**src/logic/core_settings.svh**
```systemverilog
`ifndef CORE_SETTINGS_SVH
`define CORE_SETTINGS_SVH

// Width of a data word and of an instruction
`define CORE_XLEN 32

// Architectural registers, register 0 reads as zero
`define CORE_NUM_REGS 32

// Decoded operations held between issue and execute
`define CORE_OPBUF_DEPTH 4

`endif
```
**src/logic/mips_isa_pkg.sv**
```systemverilog
`default_nettype none

`include "core_settings.svh"

package mips_isa_pkg;

   // Data or instruction word
   typedef logic [`CORE_XLEN-1:0] word_t;
   // Register number, rs, rt and rd fields
   typedef logic [$clog2(`CORE_NUM_REGS)-1:0] reg_num_t;
   typedef logic [4:0] shamt_t;
   typedef logic [15:0] imm16_t;

   // Major opcode in inst[31:26]
   // Only the arithmetic I-types are kept, 0 selects R-type
   typedef enum logic [5:0] {
      OP_RTYPE = 6'h00,
      OP_ADDI  = 6'h08,
      OP_ADDIU = 6'h09,
      OP_SLTI  = 6'h0a,
      OP_SLTIU = 6'h0b,
      OP_ANDI  = 6'h0c,
      OP_ORI   = 6'h0d,
      OP_XORI  = 6'h0e,
      OP_LUI   = 6'h0f
   } opcode_e;

   // Funct field in inst[5:0] for R-type
   typedef enum logic [5:0] {
      FN_SLL  = 6'h00,
      FN_SRL  = 6'h02,
      FN_SRA  = 6'h03,
      FN_SLLV = 6'h04,
      FN_SRLV = 6'h06,
      FN_SRAV = 6'h07,
      FN_ADD  = 6'h20,
      FN_ADDU = 6'h21,
      FN_SUB  = 6'h22,
      FN_SUBU = 6'h23,
      FN_AND  = 6'h24,
      FN_OR   = 6'h25,
      FN_XOR  = 6'h26,
      FN_NOR  = 6'h27,
      FN_SLT  = 6'h2a,
      FN_SLTU = 6'h2b
   } funct_e;

endpackage

`default_nettype wire

```
**src/logic/core_pkg.sv**
```systemverilog
`default_nettype none

package core_pkg;

   import mips_isa_pkg::*;

   // ALU function, slt signed and sltu unsigned
   typedef enum logic [2:0] {
      ALU_ADD,
      ALU_SUB,
      ALU_AND,
      ALU_OR,
      ALU_XOR,
      ALU_NOR,
      ALU_SLT,
      ALU_SLTU
   } alu_op_e;

   typedef enum logic [1:0] {
      SHIFT_LEFT,
      SHIFT_RIGHT_LOGICAL,
      SHIFT_RIGHT_ARITHMETIC
   } shift_op_e;

   // Source of the write-back value
   typedef enum logic [1:0] {
      WB_ALU,
      WB_SHIFT,
      WB_LUI
   } wb_sel_e;

   // Control produced by the decoder
   typedef struct packed {
      alu_op_e   alu_op;
      shift_op_e shift_op;
      wb_sel_e   wb_sel;
      // Operand b from the immediate, destination is rt
      logic      use_imm;
      logic      sign_ext;
      // Shift amount from rs instead of shamt
      logic      shift_v;
      logic      reads_rt;
      logic      except;
   } decode_t;

   // One operation ready to execute, operands already read
   typedef struct packed {
      alu_op_e   alu_op;
      shift_op_e shift_op;
      wb_sel_e   wb_sel;
      word_t     a;
      word_t     b;
      shamt_t    shamt;
      imm16_t    imm;
      reg_num_t  dest;
   } exec_op_t;

   // One reported result
   typedef struct packed {
      reg_num_t dest;
      word_t    value;
   } wb_report_t;

endpackage

`default_nettype wire

```
**src/logic/mips_arith_core.sv**
```systemverilog
`default_nettype none

module mips_arith_core
   import mips_isa_pkg::*;
   import core_pkg::*;
(
   input  logic       clk,
   input  logic       arst_n,
   input  logic       inst_req,
   input  word_t      inst,
   output logic       inst_ack,
   output logic       wb_req,
   output wb_report_t wb,
   input  logic       wb_ack,
   output logic       except
);

   // Issue to buffer
   exec_op_t issue_op;
   logic     push;
   logic     buf_full;
   // Buffer to execute
   exec_op_t exec_op;
   logic     pop;
   logic     buf_empty;
   // Register file ports
   reg_num_t rs_num;
   reg_num_t rt_num;
   word_t    rs_data;
   word_t    rt_data;
   // Write port, also seen by the scoreboard
   reg_num_t wr_num;
   word_t    wr_data;
   logic     wr_en;

   issue_stage i_issue_stage (
      .clk      (clk),
      .arst_n   (arst_n),
      .inst_req (inst_req),
      .inst     (inst),
      .buf_full (buf_full),
      .rs_data  (rs_data),
      .rt_data  (rt_data),
      .wr_num   (wr_num),
      .wr_en    (wr_en),
      .inst_ack (inst_ack),
      .rs_num   (rs_num),
      .rt_num   (rt_num),
      .push     (push),
      .op       (issue_op),
      .except   (except)
   );

   op_buffer i_op_buffer (
      .clk    (clk),
      .arst_n (arst_n),
      .push   (push),
      .din    (issue_op),
      .pop    (pop),
      .dout   (exec_op),
      .full   (buf_full),
      .empty  (buf_empty)
   );

   regfile i_regfile (
      .clk     (clk),
      .arst_n  (arst_n),
      .rs_num  (rs_num),
      .rt_num  (rt_num),
      .rd_num  (wr_num),
      .rd_data (wr_data),
      .rd_we   (wr_en),
      .rs_data (rs_data),
      .rt_data (rt_data)
   );

   execute_stage i_execute_stage (
      .clk     (clk),
      .arst_n  (arst_n),
      .op      (exec_op),
      .empty   (buf_empty),
      .wb_ack  (wb_ack),
      .pop     (pop),
      .wr_num  (wr_num),
      .wr_data (wr_data),
      .wr_en   (wr_en),
      .wb_req  (wb_req),
      .wb      (wb)
   );

endmodule

`default_nettype wire

```
**src/logic/execute_stage.sv**
```systemverilog
`default_nettype none

`include "core_settings.svh"

module execute_stage
   import mips_isa_pkg::*;
   import core_pkg::*;
(
   input  logic       clk,
   input  logic       arst_n,
   input  exec_op_t   op,
   input  logic       empty,
   input  logic       wb_ack,
   output logic       pop,
   output reg_num_t   wr_num,
   output word_t      wr_data,
   output logic       wr_en,
   output logic       wb_req,
   output wb_report_t wb
);

   typedef enum logic [1:0] {
      EX_IDLE,
      EX_REQ,
      EX_RELEASE
   } exec_state_e;

   exec_state_e state_q;
   word_t       alu_res;
   word_t       shift_res;
   word_t       result;

   // ALU
   always_comb begin
      alu_res = op.a + op.b;
      case (op.alu_op)
         ALU_SUB:  alu_res = op.a - op.b;
         ALU_AND:  alu_res = op.a & op.b;
         ALU_OR:   alu_res = op.a | op.b;
         ALU_XOR:  alu_res = op.a ^ op.b;
         ALU_NOR:  alu_res = ~(op.a | op.b);
         ALU_SLT:  alu_res = word_t'($signed(op.a) < $signed(op.b));
         ALU_SLTU: alu_res = word_t'(op.a < op.b);
         default:  alu_res = op.a + op.b;
      endcase
   end

   // Shifter, the shifted value is rt in operand b
   always_comb begin
      case (op.shift_op)
         SHIFT_RIGHT_LOGICAL:    shift_res = op.b >> op.shamt;
         SHIFT_RIGHT_ARITHMETIC: shift_res = $signed(op.b) >>> op.shamt;
         default:                shift_res = op.b << op.shamt;
      endcase
   end

   // Write-back select
   always_comb begin
      case (op.wb_sel)
         WB_SHIFT: result = shift_res;
         WB_LUI:   result = {op.imm, {(`CORE_XLEN-16){1'b0}}};
         default:  result = alu_res;
      endcase
   end

   // Take the next op only when the previous report has closed
   assign pop     = (state_q == EX_IDLE) && !empty;
   assign wr_en   = pop;
   assign wr_num  = op.dest;
   assign wr_data = result;

   // Report handshake FSM
   always_ff @(posedge clk or negedge arst_n) begin
      if (!arst_n) begin
         state_q <= EX_IDLE;
         wb_req  <= 1'b0;
      end else begin
         case (state_q)
            EX_IDLE: begin
               if (pop) begin
                  state_q <= EX_REQ;
                  wb_req  <= 1'b1;
               end
            end
            EX_REQ: begin
               if (wb_ack) begin
                  state_q <= EX_RELEASE;
                  wb_req  <= 1'b0;
               end
            end
            // Wait for ack low
            EX_RELEASE: begin
               if (!wb_ack) begin
                  state_q <= EX_IDLE;
               end
            end
            default: state_q <= EX_IDLE;
         endcase
      end
   end

   // Report payload, captured on the pop
   always_ff @(posedge clk) begin
      if (pop) begin
         wb.dest  <= op.dest;
         wb.value <= result;
      end
   end

   a_wb_stable: assert property (@(posedge clk) disable iff (!arst_n)
      (wb_req && !wb_ack) |=> $stable(wb));

endmodule

`default_nettype wire

```
**src/logic/op_buffer.sv**
```systemverilog
`default_nettype none

`include "core_settings.svh"

module op_buffer
   import core_pkg::*;
(
   input  logic     clk,
   input  logic     arst_n,
   input  logic     push,
   input  exec_op_t din,
   input  logic     pop,
   output exec_op_t dout,
   output logic     full,
   output logic     empty
);

   localparam int unsigned DEPTH = `CORE_OPBUF_DEPTH;
   localparam int unsigned PTR_W = (DEPTH > 1) ? $clog2(DEPTH) : 1;
   localparam int unsigned CNT_W = $clog2(DEPTH + 1);

   exec_op_t         mem [DEPTH];
   logic [PTR_W-1:0] wr_ptr_q;
   logic [PTR_W-1:0] rd_ptr_q;
   logic [CNT_W-1:0] count_q;

   // Pointers wrap at DEPTH, which need not be a power of two
   always_ff @(posedge clk or negedge arst_n) begin
      if (!arst_n) begin
         wr_ptr_q <= '0;
         rd_ptr_q <= '0;
         count_q  <= '0;
      end else begin
         if (push) begin
            wr_ptr_q <= (wr_ptr_q == PTR_W'(DEPTH - 1)) ? '0 : wr_ptr_q + 1'b1;
         end
         if (pop) begin
            rd_ptr_q <= (rd_ptr_q == PTR_W'(DEPTH - 1)) ? '0 : rd_ptr_q + 1'b1;
         end
         case ({push, pop})
            2'b10:   count_q <= count_q + 1'b1;
            2'b01:   count_q <= count_q - 1'b1;
            default: count_q <= count_q;
         endcase
      end
   end

   // Storage
   always_ff @(posedge clk) begin
      if (push) begin
         mem[wr_ptr_q] <= din;
      end
   end

   // Head entry visible without a pop
   assign dout  = mem[rd_ptr_q];
   assign full  = (count_q == CNT_W'(DEPTH));
   assign empty = (count_q == '0);

   a_no_push_full: assert property (@(posedge clk) disable iff (!arst_n) !(push && full));
   a_no_pop_empty: assert property (@(posedge clk) disable iff (!arst_n) !(pop && empty));

endmodule

`default_nettype wire

```
**src/logic/issue_stage.sv**
```systemverilog
`default_nettype none

`include "core_settings.svh"

module issue_stage
   import mips_isa_pkg::*;
   import core_pkg::*;
(
   input  logic     clk,
   input  logic     arst_n,
   input  logic     inst_req,
   input  word_t    inst,
   input  logic     buf_full,
   input  word_t    rs_data,
   input  word_t    rt_data,
   input  reg_num_t wr_num,
   input  logic     wr_en,
   output logic     inst_ack,
   output reg_num_t rs_num,
   output reg_num_t rt_num,
   output logic     push,
   output exec_op_t op,
   output logic     except
);

   typedef enum logic {
      IS_IDLE,
      IS_RELEASE
   } issue_state_e;

   issue_state_e              state_q;
   decode_t                   dec;
   reg_num_t                  rd_num;
   reg_num_t                  dest;
   imm16_t                    imm;
   word_t                     imm_ext;
   logic [`CORE_NUM_REGS-1:0] busy_q;
   logic                      stall;
   logic                      accept;

   mips_decode i_mips_decode (
      .inst (inst),
      .dec  (dec)
   );

   // Instruction fields
   assign rs_num = inst[25:21];
   assign rt_num = inst[20:16];
   assign rd_num = inst[15:11];
   assign imm    = inst[15:0];
   // I-types write rt, R-types write rd
   assign dest   = dec.use_imm ? rt_num : rd_num;

   assign imm_ext = dec.sign_ext ? {{(`CORE_XLEN-16){imm[15]}}, imm}
                                 : {{(`CORE_XLEN-16){1'b0}}, imm};

   // Wait on pending sources
   // A pending destination also stalls so that an older write cannot clear a newer busy bit
   assign stall = busy_q[rs_num] | (dec.reads_rt & busy_q[rt_num]) | busy_q[dest] | buf_full;

   // Unrecognized instructions are taken without waiting
   assign accept = (state_q == IS_IDLE) && inst_req && (dec.except || !stall);
   assign push   = accept && !dec.except;

   always_comb begin
      op.alu_op   = dec.alu_op;
      op.shift_op = dec.shift_op;
      op.wb_sel   = dec.wb_sel;
      op.a        = rs_data;
      op.b        = dec.use_imm ? imm_ext : rt_data;
      op.shamt    = dec.shift_v ? rs_data[$bits(shamt_t)-1:0] : inst[10:6];
      op.imm      = imm;
      op.dest     = dest;
   end

   // Handshake FSM, ack is held until req falls
   always_ff @(posedge clk or negedge arst_n) begin
      if (!arst_n) begin
         state_q  <= IS_IDLE;
         inst_ack <= 1'b0;
         except   <= 1'b0;
      end else begin
         case (state_q)
            IS_IDLE: begin
               if (accept) begin
                  state_q  <= IS_RELEASE;
                  inst_ack <= 1'b1;
                  // Sticky until reset
                  if (dec.except) begin
                     except <= 1'b1;
                  end
               end
            end
            IS_RELEASE: begin
               if (!inst_req) begin
                  state_q  <= IS_IDLE;
                  inst_ack <= 1'b0;
               end
            end
         endcase
      end
   end

   // Scoreboard
   // Bit 0 is never set
   always_ff @(posedge clk or negedge arst_n) begin
      if (!arst_n) begin
         busy_q <= '0;
      end else begin
         if (wr_en) begin
            busy_q[wr_num] <= 1'b0;
         end
         if (push && (dest != '0)) begin
            busy_q[dest] <= 1'b1;
         end
      end
   end

   a_ack_needs_req: assert property (@(posedge clk) disable iff (!arst_n)
      $rose(inst_ack) |-> $past(inst_req));

endmodule

`default_nettype wire

```
**src/logic/regfile.sv**
```systemverilog
`default_nettype none

`include "core_settings.svh"

module regfile
   import mips_isa_pkg::*;
(
   input  logic     clk,
   input  logic     arst_n,
   input  reg_num_t rs_num,
   input  reg_num_t rt_num,
   input  reg_num_t rd_num,
   input  word_t    rd_data,
   input  logic     rd_we,
   output word_t    rs_data,
   output word_t    rt_data
);

   word_t regs [`CORE_NUM_REGS];

   // Register 0 is never written, so it stays at its reset value of zero
   always_ff @(posedge clk or negedge arst_n) begin
      if (!arst_n) begin
         for (int i = 0; i < `CORE_NUM_REGS; i++) begin
            regs[i] <= '0;
         end
      end else if (rd_we && (rd_num != '0)) begin
         regs[rd_num] <= rd_data;
      end
   end

   // Combinational read ports
   assign rs_data = regs[rs_num];
   assign rt_data = regs[rt_num];

endmodule

`default_nettype wire

```
**src/logic/mips_decode.sv**
```systemverilog
`default_nettype none

module mips_decode
   import mips_isa_pkg::*;
   import core_pkg::*;
(
   input  word_t   inst,
   output decode_t dec
);

   logic [5:0] opcode;
   logic [5:0] funct;

   assign opcode = inst[31:26];
   assign funct  = inst[5:0];

   always_comb begin
      // Defaults give an add with register operands
      dec          = '0;
      dec.alu_op   = ALU_ADD;
      dec.shift_op = SHIFT_LEFT;
      dec.wb_sel   = WB_ALU;

      case (opcode)
         OP_RTYPE: begin
            dec.reads_rt = 1'b1;
            case (funct)
               // Constant shifts take shamt
               FN_SLL: begin
                  dec.wb_sel = WB_SHIFT;
               end
               FN_SRL: begin
                  dec.wb_sel   = WB_SHIFT;
                  dec.shift_op = SHIFT_RIGHT_LOGICAL;
               end
               FN_SRA: begin
                  dec.wb_sel   = WB_SHIFT;
                  dec.shift_op = SHIFT_RIGHT_ARITHMETIC;
               end
               // Variable shifts take the amount from rs
               FN_SLLV: begin
                  dec.wb_sel  = WB_SHIFT;
                  dec.shift_v = 1'b1;
               end
               FN_SRLV: begin
                  dec.wb_sel   = WB_SHIFT;
                  dec.shift_v  = 1'b1;
                  dec.shift_op = SHIFT_RIGHT_LOGICAL;
               end
               FN_SRAV: begin
                  dec.wb_sel   = WB_SHIFT;
                  dec.shift_v  = 1'b1;
                  dec.shift_op = SHIFT_RIGHT_ARITHMETIC;
               end
               // No overflow trap, add and addu are the same
               FN_ADD, FN_ADDU: dec.alu_op = ALU_ADD;
               FN_SUB, FN_SUBU: dec.alu_op = ALU_SUB;
               FN_AND:  dec.alu_op = ALU_AND;
               FN_OR:   dec.alu_op = ALU_OR;
               FN_XOR:  dec.alu_op = ALU_XOR;
               FN_NOR:  dec.alu_op = ALU_NOR;
               FN_SLT:  dec.alu_op = ALU_SLT;
               FN_SLTU: dec.alu_op = ALU_SLTU;
               // Jr, jalr and anything else
               default: dec.except = 1'b1;
            endcase
         end
         // Sign-extended immediates
         OP_ADDI, OP_ADDIU: begin
            dec.use_imm  = 1'b1;
            dec.sign_ext = 1'b1;
         end
         OP_SLTI: begin
            dec.use_imm  = 1'b1;
            dec.sign_ext = 1'b1;
            dec.alu_op   = ALU_SLT;
         end
         // Extended as signed, compared as unsigned
         OP_SLTIU: begin
            dec.use_imm  = 1'b1;
            dec.sign_ext = 1'b1;
            dec.alu_op   = ALU_SLTU;
         end
         // Logical immediates are zero-extended
         OP_ANDI: begin
            dec.use_imm = 1'b1;
            dec.alu_op  = ALU_AND;
         end
         OP_ORI: begin
            dec.use_imm = 1'b1;
            dec.alu_op  = ALU_OR;
         end
         OP_XORI: begin
            dec.use_imm = 1'b1;
            dec.alu_op  = ALU_XOR;
         end
         OP_LUI: begin
            dec.use_imm = 1'b1;
            dec.wb_sel  = WB_LUI;
         end
         // Loads, stores, branches and jumps
         default: dec.except = 1'b1;
      endcase
   end

endmodule

`default_nettype wire

```
**config.mk**
```make
export PLATFORM = sky130hd
export DESIGN_NAME = mips_arith_core
export DESIGN_NICKNAME = d
export VERILOG_FILES = /design/src/logic/mips_isa_pkg.sv /design/src/logic/core_pkg.sv /design/src/logic/mips_arith_core.sv /design/src/logic/execute_stage.sv /design/src/logic/op_buffer.sv /design/src/logic/issue_stage.sv /design/src/logic/regfile.sv /design/src/logic/mips_decode.sv
export VERILOG_INCLUDE_DIRS = /design/src /design/src/logic
export SDC_FILE = /design/constraint.sdc
export NUM_CORES = 2
export LEC_CHECK = 0
export ABC_AREA = 1
export BUFFER_PORTS_ARGS = -buffer_cell sky130_fd_sc_hd__buf_2
export CORE_MARGIN = 3
export CORE_UTILIZATION = 57
export CTS_CLUSTER_DIAMETER = 60
export DETAILED_ROUTE_END_ITERATION = 10
export PLACE_DENSITY = 0.79
export SLEW_MARGIN = 40
export SYNTH_ARGS = -nofsm -noshare
export SYNTH_HDL_FRONTEND = slang
export SYNTH_HIERARCHICAL = 1
export SYNTH_SLANG_ARGS = --single-unit
```
**constraint.sdc**
```tcl
create_clock -name clk -period 5.2 [get_ports clk]
set_input_delay 1.3 -clock clk [delete_from_list [all_inputs] [get_ports clk]]
set_output_delay 1.3 -clock clk [all_outputs]
set_load 0.02 [all_outputs]
```
After elaboration in Yosys (flattened, before gate mapping)
Memories as Yosys holds them, arrays and structs flattened.
Cells that the tools add are included.
{ "totals": {"in_bits": 36, "ff_bits": 1106, "output_inout_bits": 40, "n_memories": 1, "mem_bits_rw": 388} }
{ "classes": {"bitwise": 15, "n_eq_ne": 46, "reduce_logical": 33, "magnitude_cmp": 12, "n_addsub": 6, "muxes": 58, "shift": 3} }
{ "memory_table": {"columns": ["memory", "words", "width", "read_ports", "rd_ports_with_merged_regs", "write_ports", "line_no", "text"], "rows": [
  ["i_op_buffer.mem", 4, 97, 1, 0, 1, "op_buffer.sv:22", "exec_op_t mem [DEPTH];"]
]} }
{ "op_table": {"columns": ["op", "count"], "rows": [
  ["bitwise mux 1024 bit", 1],
  ["binary-select mux 32 bit (select 5 bit)", 2],
  ["2-to-1 mux 32 bit", 9],
  ["one-hot mux 32 bit (7 select lines)", 1],
  ["demux 32 bit (select 5 bit)", 1],
  ["one-hot mux 32 bit (2 select lines)", 2],
  ["AND 32 bit", 2],
  ["< comparator 32 bit", 2],
  ["NOT 32 bit", 2],
  ["bitwise OR 32 bit", 2],
  ["equality test 6 bit, second input constant", 10],
  ["equality test 6 x 4 -> 1 bit, second input constant", 8],
  ["adder 32 bit", 1],
  ["left shift 32 x 5 -> 32 bit", 1],
  [">> shifter 32 x 5 -> 32 bit", 1],
  [">>> shifter 32 x 5 -> 32 bit", 1],
  ["subtractor 32 bit", 1],
  ["bitwise XOR 32 bit", 1],
  ["< comparator 5 x 6 -> 1 bit, second input constant", 4],
  ["one-hot mux 3 bit (7 select lines)", 1],
  ["equality test 6 x 3 -> 1 bit, second input constant", 3],
  [">= comparator 6 bit, second input constant", 3],
  ["2-to-1 mux 1 bit", 18],
  ["NOT 5 -> 6 bit", 3],
  ["other kinds (41)", 93]
]} }

Longest topological paths before layout
{ "depth": {"ltp_word": 14, "depth_mapped": 30, "ltp_nobuf": 28} }

Hierarchy
Netlist, hierarchy kept.
{ "by_module_without_submodules": {"columns": ["module", "cells_per_inst", "n_inst", "seq_area_each_um2", "area_per_inst_um2"], "rows": [
  ["regfile", 8270, 1, 25624.6, 56110.1],
  ["op_buffer", 1185, 1, 11826.3, 15820.2],
  ["execute_stage", 2330, 1, 1186.1, 12195.4],
  ["issue_stage", 648, 1, 875.8, 3759.9],
  ["mips_decode", 59, 1, 0.0, 286.5]
]} }

Worst setup path after synthesis
Ideal clock, no wire load.
{ "synth_timing": {"path_kind": "input-to-reg", "start": "input port inst[30]", "end": "memory i_op_buffer/mem[3][0] (netlist bit) (enable)", "path_buffers": 3, "path_stages": 22, "setup_time_ns": 0.451, "arrival_time_ns": 5.094, "path_slack_ns": -0.344, "cell_sequence": "inv_1 -> nand2_2 -> nor2_1 -> buf_6 -> inv_4 -> nand2_8 -> nand2_4 -> buf_6 -> nand2_1 -> nand2_1 -> nand2_1 -> nand2_1 -> nand2_1 -> nand2_1 -> nor3_2 -> nand2_1 -> nor2_4 -> nor2_1 -> nor2_1 -> clkbuf_1 -> nand2_1 -> inv_1"} }
{ "synth_lines": {"columns": ["element", "line_no", "text"], "rows": [
  ["from (decl)", "mips_arith_core.sv:10", "input word_t inst,"],
  ["to (decl)", "op_buffer.sv:22", null]
]} }

==> impl_metrics.xml <==
<?xml version="1.0" encoding="UTF-8"?>
<metrics>
  <group name="finish">
    <metric name="area_overhead_of_the_layout_relative_to_synthesis" unit="%">9.33</metric>
    <metric name="post_layout_nonfiller_instances" unit="">14200</metric>
    <metric name="final_core_util" unit="%">63.1</metric>
    <metric name="share_of_cells_above_drive_strength_1" unit="%">6.66</metric>
    <metric name="final_area" unit="µm²">96400</metric>
    <metric name="layout.cells.most_common" unit="">sky130_fd_sc_hd__nand2_1</metric>
    <metric name="layout_common_cells" unit="">5111 x sky130_fd_sc_hd__nand2_1, 1975 x sky130_fd_sc_hd__nand3_1, 1068 x sky130_fd_sc_hd__dfrtp_1, 946 x sky130_fd_sc_hd__o21ai_0, 626 x sky130_fd_sc_hd__inv_1</metric>
    <metric name="final_net_count" unit="">12200</metric>
  </group>
  <group name="detailed_routing">
    <metric name="number_of_detailed_route_iterations_in_the_first_pass" unit="">7</metric>
    <metric name="detailroute.via_count" unit="">89300</metric>
    <metric name="vias_per_cell" unit="">6.27</metric>
    <metric name="drcViolationCount" unit="">0</metric>
    <metric name="detail_route.wirelength" unit="µm">342000</metric>
    <metric name="first_iter_violations" unit="">13900</metric>
    <metric name="ant_nets" unit="">0</metric>
    <metric name="wire_per_inst" unit="µm">24.0</metric>
  </group>
  <group name="yosys">
    <metric name="synth_sequential_area_ratio" unit="%">44.8</metric>
    <metric name="post_synth_instance_area" unit="µm²">88200</metric>
    <metric name="synth_ff_type" unit="">sky130_fd_sc_hd__dfrtp_1</metric>
    <metric name="synth_top_area_cell" unit="">sky130_fd_sc_hd__dfrtp_1</metric>
    <metric name="synth.net_count" unit="">12600</metric>
    <metric name="synth.yosys.warnings" unit="">6</metric>
    <metric name="postSynthRegisterBits" unit="">1494</metric>
    <metric name="synth-async-reset-ratio" unit="%">71.6</metric>
    <metric name="synthesis.instances" unit="">12500</metric>
    <metric name="synth.avg_cell_area" unit="µm²">7.06</metric>
    <metric name="synth_top_cell_area_share" unit="%">30.3</metric>
    <metric name="synthDistinctLibCells" unit="">56</metric>
    <metric name="synth_enable_flop_cells" unit="">425</metric>
    <metric name="synth.area.top_cells" unit="">sky130_fd_sc_hd__dfrtp_1 30%, sky130_fd_sc_hd__nand2_1 22%, sky130_fd_sc_hd__edfxtp_1 14%, sky130_fd_sc_hd__nand3_1 11%, sky130_fd_sc_hd__o21ai_0 5.4%</metric>
  </group>
  <group name="critical_path">
    <metric name="path_class" unit="">reg2reg</metric>
    <metric name="cp_data_required_time" unit="ns">5.84</metric>
    <metric name="sort_of_element_at_the_end_of_the_critical_path" unit="">flip-flop</metric>
    <metric name="timing.critical_path.arrival" unit="ns">5.57</metric>
    <metric name="timing.critical_path.fanout_max" unit="">79</metric>
    <metric name="cp-start-kind" unit="">flip-flop</metric>
  </group>
  <group name="sta">
    <metric name="timing.final.max_slew_violations" unit="">0</metric>
    <metric name="clock.fmax" unit="GHz">0.203</metric>
    <metric name="period_needed" unit="ns">4.93</metric>
    <metric name="timing.final.setup_violations" unit="">0</metric>
    <metric name="worst_slew_margin_rel" unit="%">32.9</metric>
    <metric name="min_period_over_period" unit="%">94.8</metric>
    <metric name="fin_setup_tns" unit="ns">0</metric>
    <metric name="clock_skew" unit="ns">0.0477</metric>
    <metric name="tightestPinTransition" unit="ns">1.01</metric>
    <metric name="rsz0062_at_grt" unit="">no</metric>
    <metric name="hold_viol_final" unit="">0</metric>
  </group>
  <group name="clock_network">
    <metric name="hold_buffers" unit="">0</metric>
    <metric name="htree_levels" unit="">4</metric>
    <metric name="clock_latency_of_the_later_clocked_register_in_the_worst_skew_pair" unit="ns">0.82</metric>
    <metric name="path_clk_slew" unit="ns">0.06</metric>
    <metric name="master_cell_of_the_clock_root_buffer" unit="">sky130_fd_sc_hd__clkbuf_16</metric>
    <metric name="clock_path_buffers" unit="">3</metric>
    <metric name="cts_made_buffers" unit="">164</metric>
    <metric name="tritoncts" unit="">done</metric>
    <metric name="tritoncts_sink_count" unit="">1494</metric>
  </group>
  <group name="floorplan">
    <metric name="fp.dieH" unit="µm">399</metric>
    <metric name="ioPinCount" unit="">76</metric>
    <metric name="die_w" unit="µm">399</metric>
    <metric name="effective_utilization_at_floorplan" unit="%">57.7</metric>
    <metric name="std_cell_rows" unit="">143</metric>
    <metric name="fp.coreArea" unit="µm²">153000</metric>
    <metric name="die-area" unit="µm²">159000</metric>
  </group>
  <group name="grt">
    <metric name="use_met1" unit="%">54.5</metric>
    <metric name="grt_max_degree" unit="">176</metric>
    <metric name="groute.layer.met2.usage" unit="%">62.9</metric>
    <metric name="grt_pass1_vias" unit="">84300</metric>
    <metric name="global_route.peak_usage_layer" unit="">met2</metric>
    <metric name="grt.met3_usage" unit="%">10.6</metric>
    <metric name="grtUsageTotal" unit="%">42.4</metric>
    <metric name="first_pass_grt_wire_length" unit="µm">512000</metric>
    <metric name="number_of_antenna_violations_at_the_first_check_in_global_routing" unit="">8</metric>
    <metric name="grt_overflow" unit="">0</metric>
  </group>
  <group name="place">
    <metric name="dpl_cell_area" unit="µm²">90500</metric>
    <metric name="hpwl" unit="µm">214000</metric>
    <metric name="portbufs" unit="">75</metric>
    <metric name="place.gp.congestion" unit="">1.02</metric>
    <metric name="dp_cells" unit="">13900</metric>
  </group>
  <group name="status">
    <metric name="status" unit="">finished, final reports clean</metric>
  </group>
  <group name="pwr">
    <metric name="static-leakage-power" unit="nW">44.6</metric>
    <metric name="pwr_density_cell" unit="nW/µm²">689</metric>
    <metric name="peakVddDrop" unit="V">0.000600</metric>
  </group>
  <group name="min_path">
    <metric name="hp-class" unit="">in2async</metric>
  </group>
  <group name="job">
    <metric name="max_cap_viol_count" unit="">0</metric>
  </group>
</metrics>
## cell families (layout without fill, tap and decap cells)
family          count (synthesis)  count (layout)  synth area share (%)
buf+inv                      1682            1405                  8.01
xor+xnor                        6               6                0.0596
mux                             1               1                0.0114
fa+ha+maj                     109             109                  1.57
simple gates                 7640            7640                  35.8
compound gates               1560            1560                  9.71
flops                        1494            1494                  44.8
other cells                     0               4                     0
## sequential cells by signal, indices dropped and copies added, names as in the netlist
name and flops:
i_issue_stage/state_q 1, i_issue_stage/busy_q 32, i_op_buffer/rd_ptr_q 2, i_op_buffer/wr_ptr_q 2, i_regfile/regs 1024, i_op_buffer/count_q 3
i_issue_stage/except 1, i_execute_stage/wb_req 1, i_issue_stage/inst_ack 1, i_execute_stage/state_q 2, i_op_buffer/mem 388, i_execute_stage/wb 37
## cells in the mapped netlist, types with 106 or more instances
cell / number
sky130_fd_sc_hd__o211ai_1: 215
sky130_fd_sc_hd__dfrtp_1: 1069
sky130_fd_sc_hd__inv_1: 635
sky130_fd_sc_hd__edfxtp_1: 425
sky130_fd_sc_hd__a21oi_1: 273
sky130_fd_sc_hd__nand2_1: 5134
sky130_fd_sc_hd__ha_1: 106
sky130_fd_sc_hd__clkbuf_1: 712
sky130_fd_sc_hd__nor2_1: 384
sky130_fd_sc_hd__buf_2: 107
sky130_fd_sc_hd__nand3_1: 1976
sky130_fd_sc_hd__o21ai_0: 948
## power by group
group,total (mW),internal [mW],switching (mW),leakage (nW)
registers,17.6,15.2,2.34,18.2
logic,36.5,10.0,26.4,23.7
clock network,12.3,7.14,5.16,2.79
## layout make-up
type,instances,area [µm²]
Fill cell,13300,56400
Multi-Input combinational cell,9316,41700
Sequential cell,1494,39500
Clock buffer,233,4740
Timing Repair Buffer,440,4290
Inverter,660,2550
Tap cell,2030,2540
Clock inverter,72,1040
Antenna cell,4,10.0
## path summary, 6_finish.rpt
| kind | startpoint | endpoint | slack [ns] | depth (start not counted) |
|---|---|---|---|---|
| max | i_op_buffer/rd_ptr_q[0]$_DFFE_PN0P_ | i_regfile/regs[111]$_DFFE_PN0P_ | 0.27 | 18 |
| min in group clk | i_regfile/regs[1017]$_DFFE_PN0P_ | i_regfile/regs[1017]$_DFFE_PN0P_ | 0.41 | 0 |
| min | arst_n | i_regfile/regs[311]$_DFFE_PN0P_ | 0.39 | 1 |
| max in group asynchronous | arst_n | i_regfile/regs[686]$_DFFE_PN0P_ | 3.39 | 3 |
| max reg2reg | i_op_buffer/rd_ptr_q[0]$_DFFE_PN0P_ | i_regfile/regs[111]$_DFFE_PN0P_ | 0.27 | 18 |
| min reg2reg | i_regfile/regs[1017]$_DFFE_PN0P_ | i_regfile/regs[1017]$_DFFE_PN0P_ | 0.41 | 0 |
## metal layers
metal  vias to the layer above  part of all wire, %  routed length (µm)
met5                         -               0.0038                  13
met4                         2                  8.1               27800
met3                      1533                   13               44100
met2                      6318                   43              146000
met1                     41600                   36              124000
li1                      39900                    -                   -
## worst max-delay path, cell delays in order (launching register included)
cell and delay (ns):
sky130_fd_sc_hd__dfrtp_1 0.46, sky130_fd_sc_hd__inv_8 0.36, sky130_fd_sc_hd__buf_4 0.32, sky130_fd_sc_hd__o211ai_1 0.12
sky130_fd_sc_hd__nand2_1 0.19, sky130_fd_sc_hd__inv_1 0.11, sky130_fd_sc_hd__ha_1 0.48, sky130_fd_sc_hd__nand2_1 0.19
sky130_fd_sc_hd__nor2_1 0.37, sky130_fd_sc_hd__nand3_1 0.12, sky130_fd_sc_hd__nand2_1 0.17, sky130_fd_sc_hd__nand2_1 0.07
sky130_fd_sc_hd__nand2_1 0.27, sky130_fd_sc_hd__a21oi_1 0.12, sky130_fd_sc_hd__o21ai_1 0.48, sky130_fd_sc_hd__nand2_2 0.31
sky130_fd_sc_hd__inv_1 0.12, sky130_fd_sc_hd__buf_4 0.32, sky130_fd_sc_hd__o21ai_0 0.15
## stage by stage
stage | setup WS (ns) | power, mW | hold WS (ns)
after floorplan | 0.227 | 38.7 | 0.451
after global placement | 0.247 | 52.4 | 0.386
after detailed placement | 0.279 | 52.9 | 0.390
after CTS | 0.262 | 65.3 | 0.363
after global routing | 0.0877 | 70.1 | 0.384
final | 0.273 | 66.4 | 0.394
## what timing repair did
item | in CTS | in global routing
endpoints found under the setup margin | 0 | 31
resized for setup | 0 | 2
buffers inserted | 0 | 0
(Power assumes the default switching activity.)
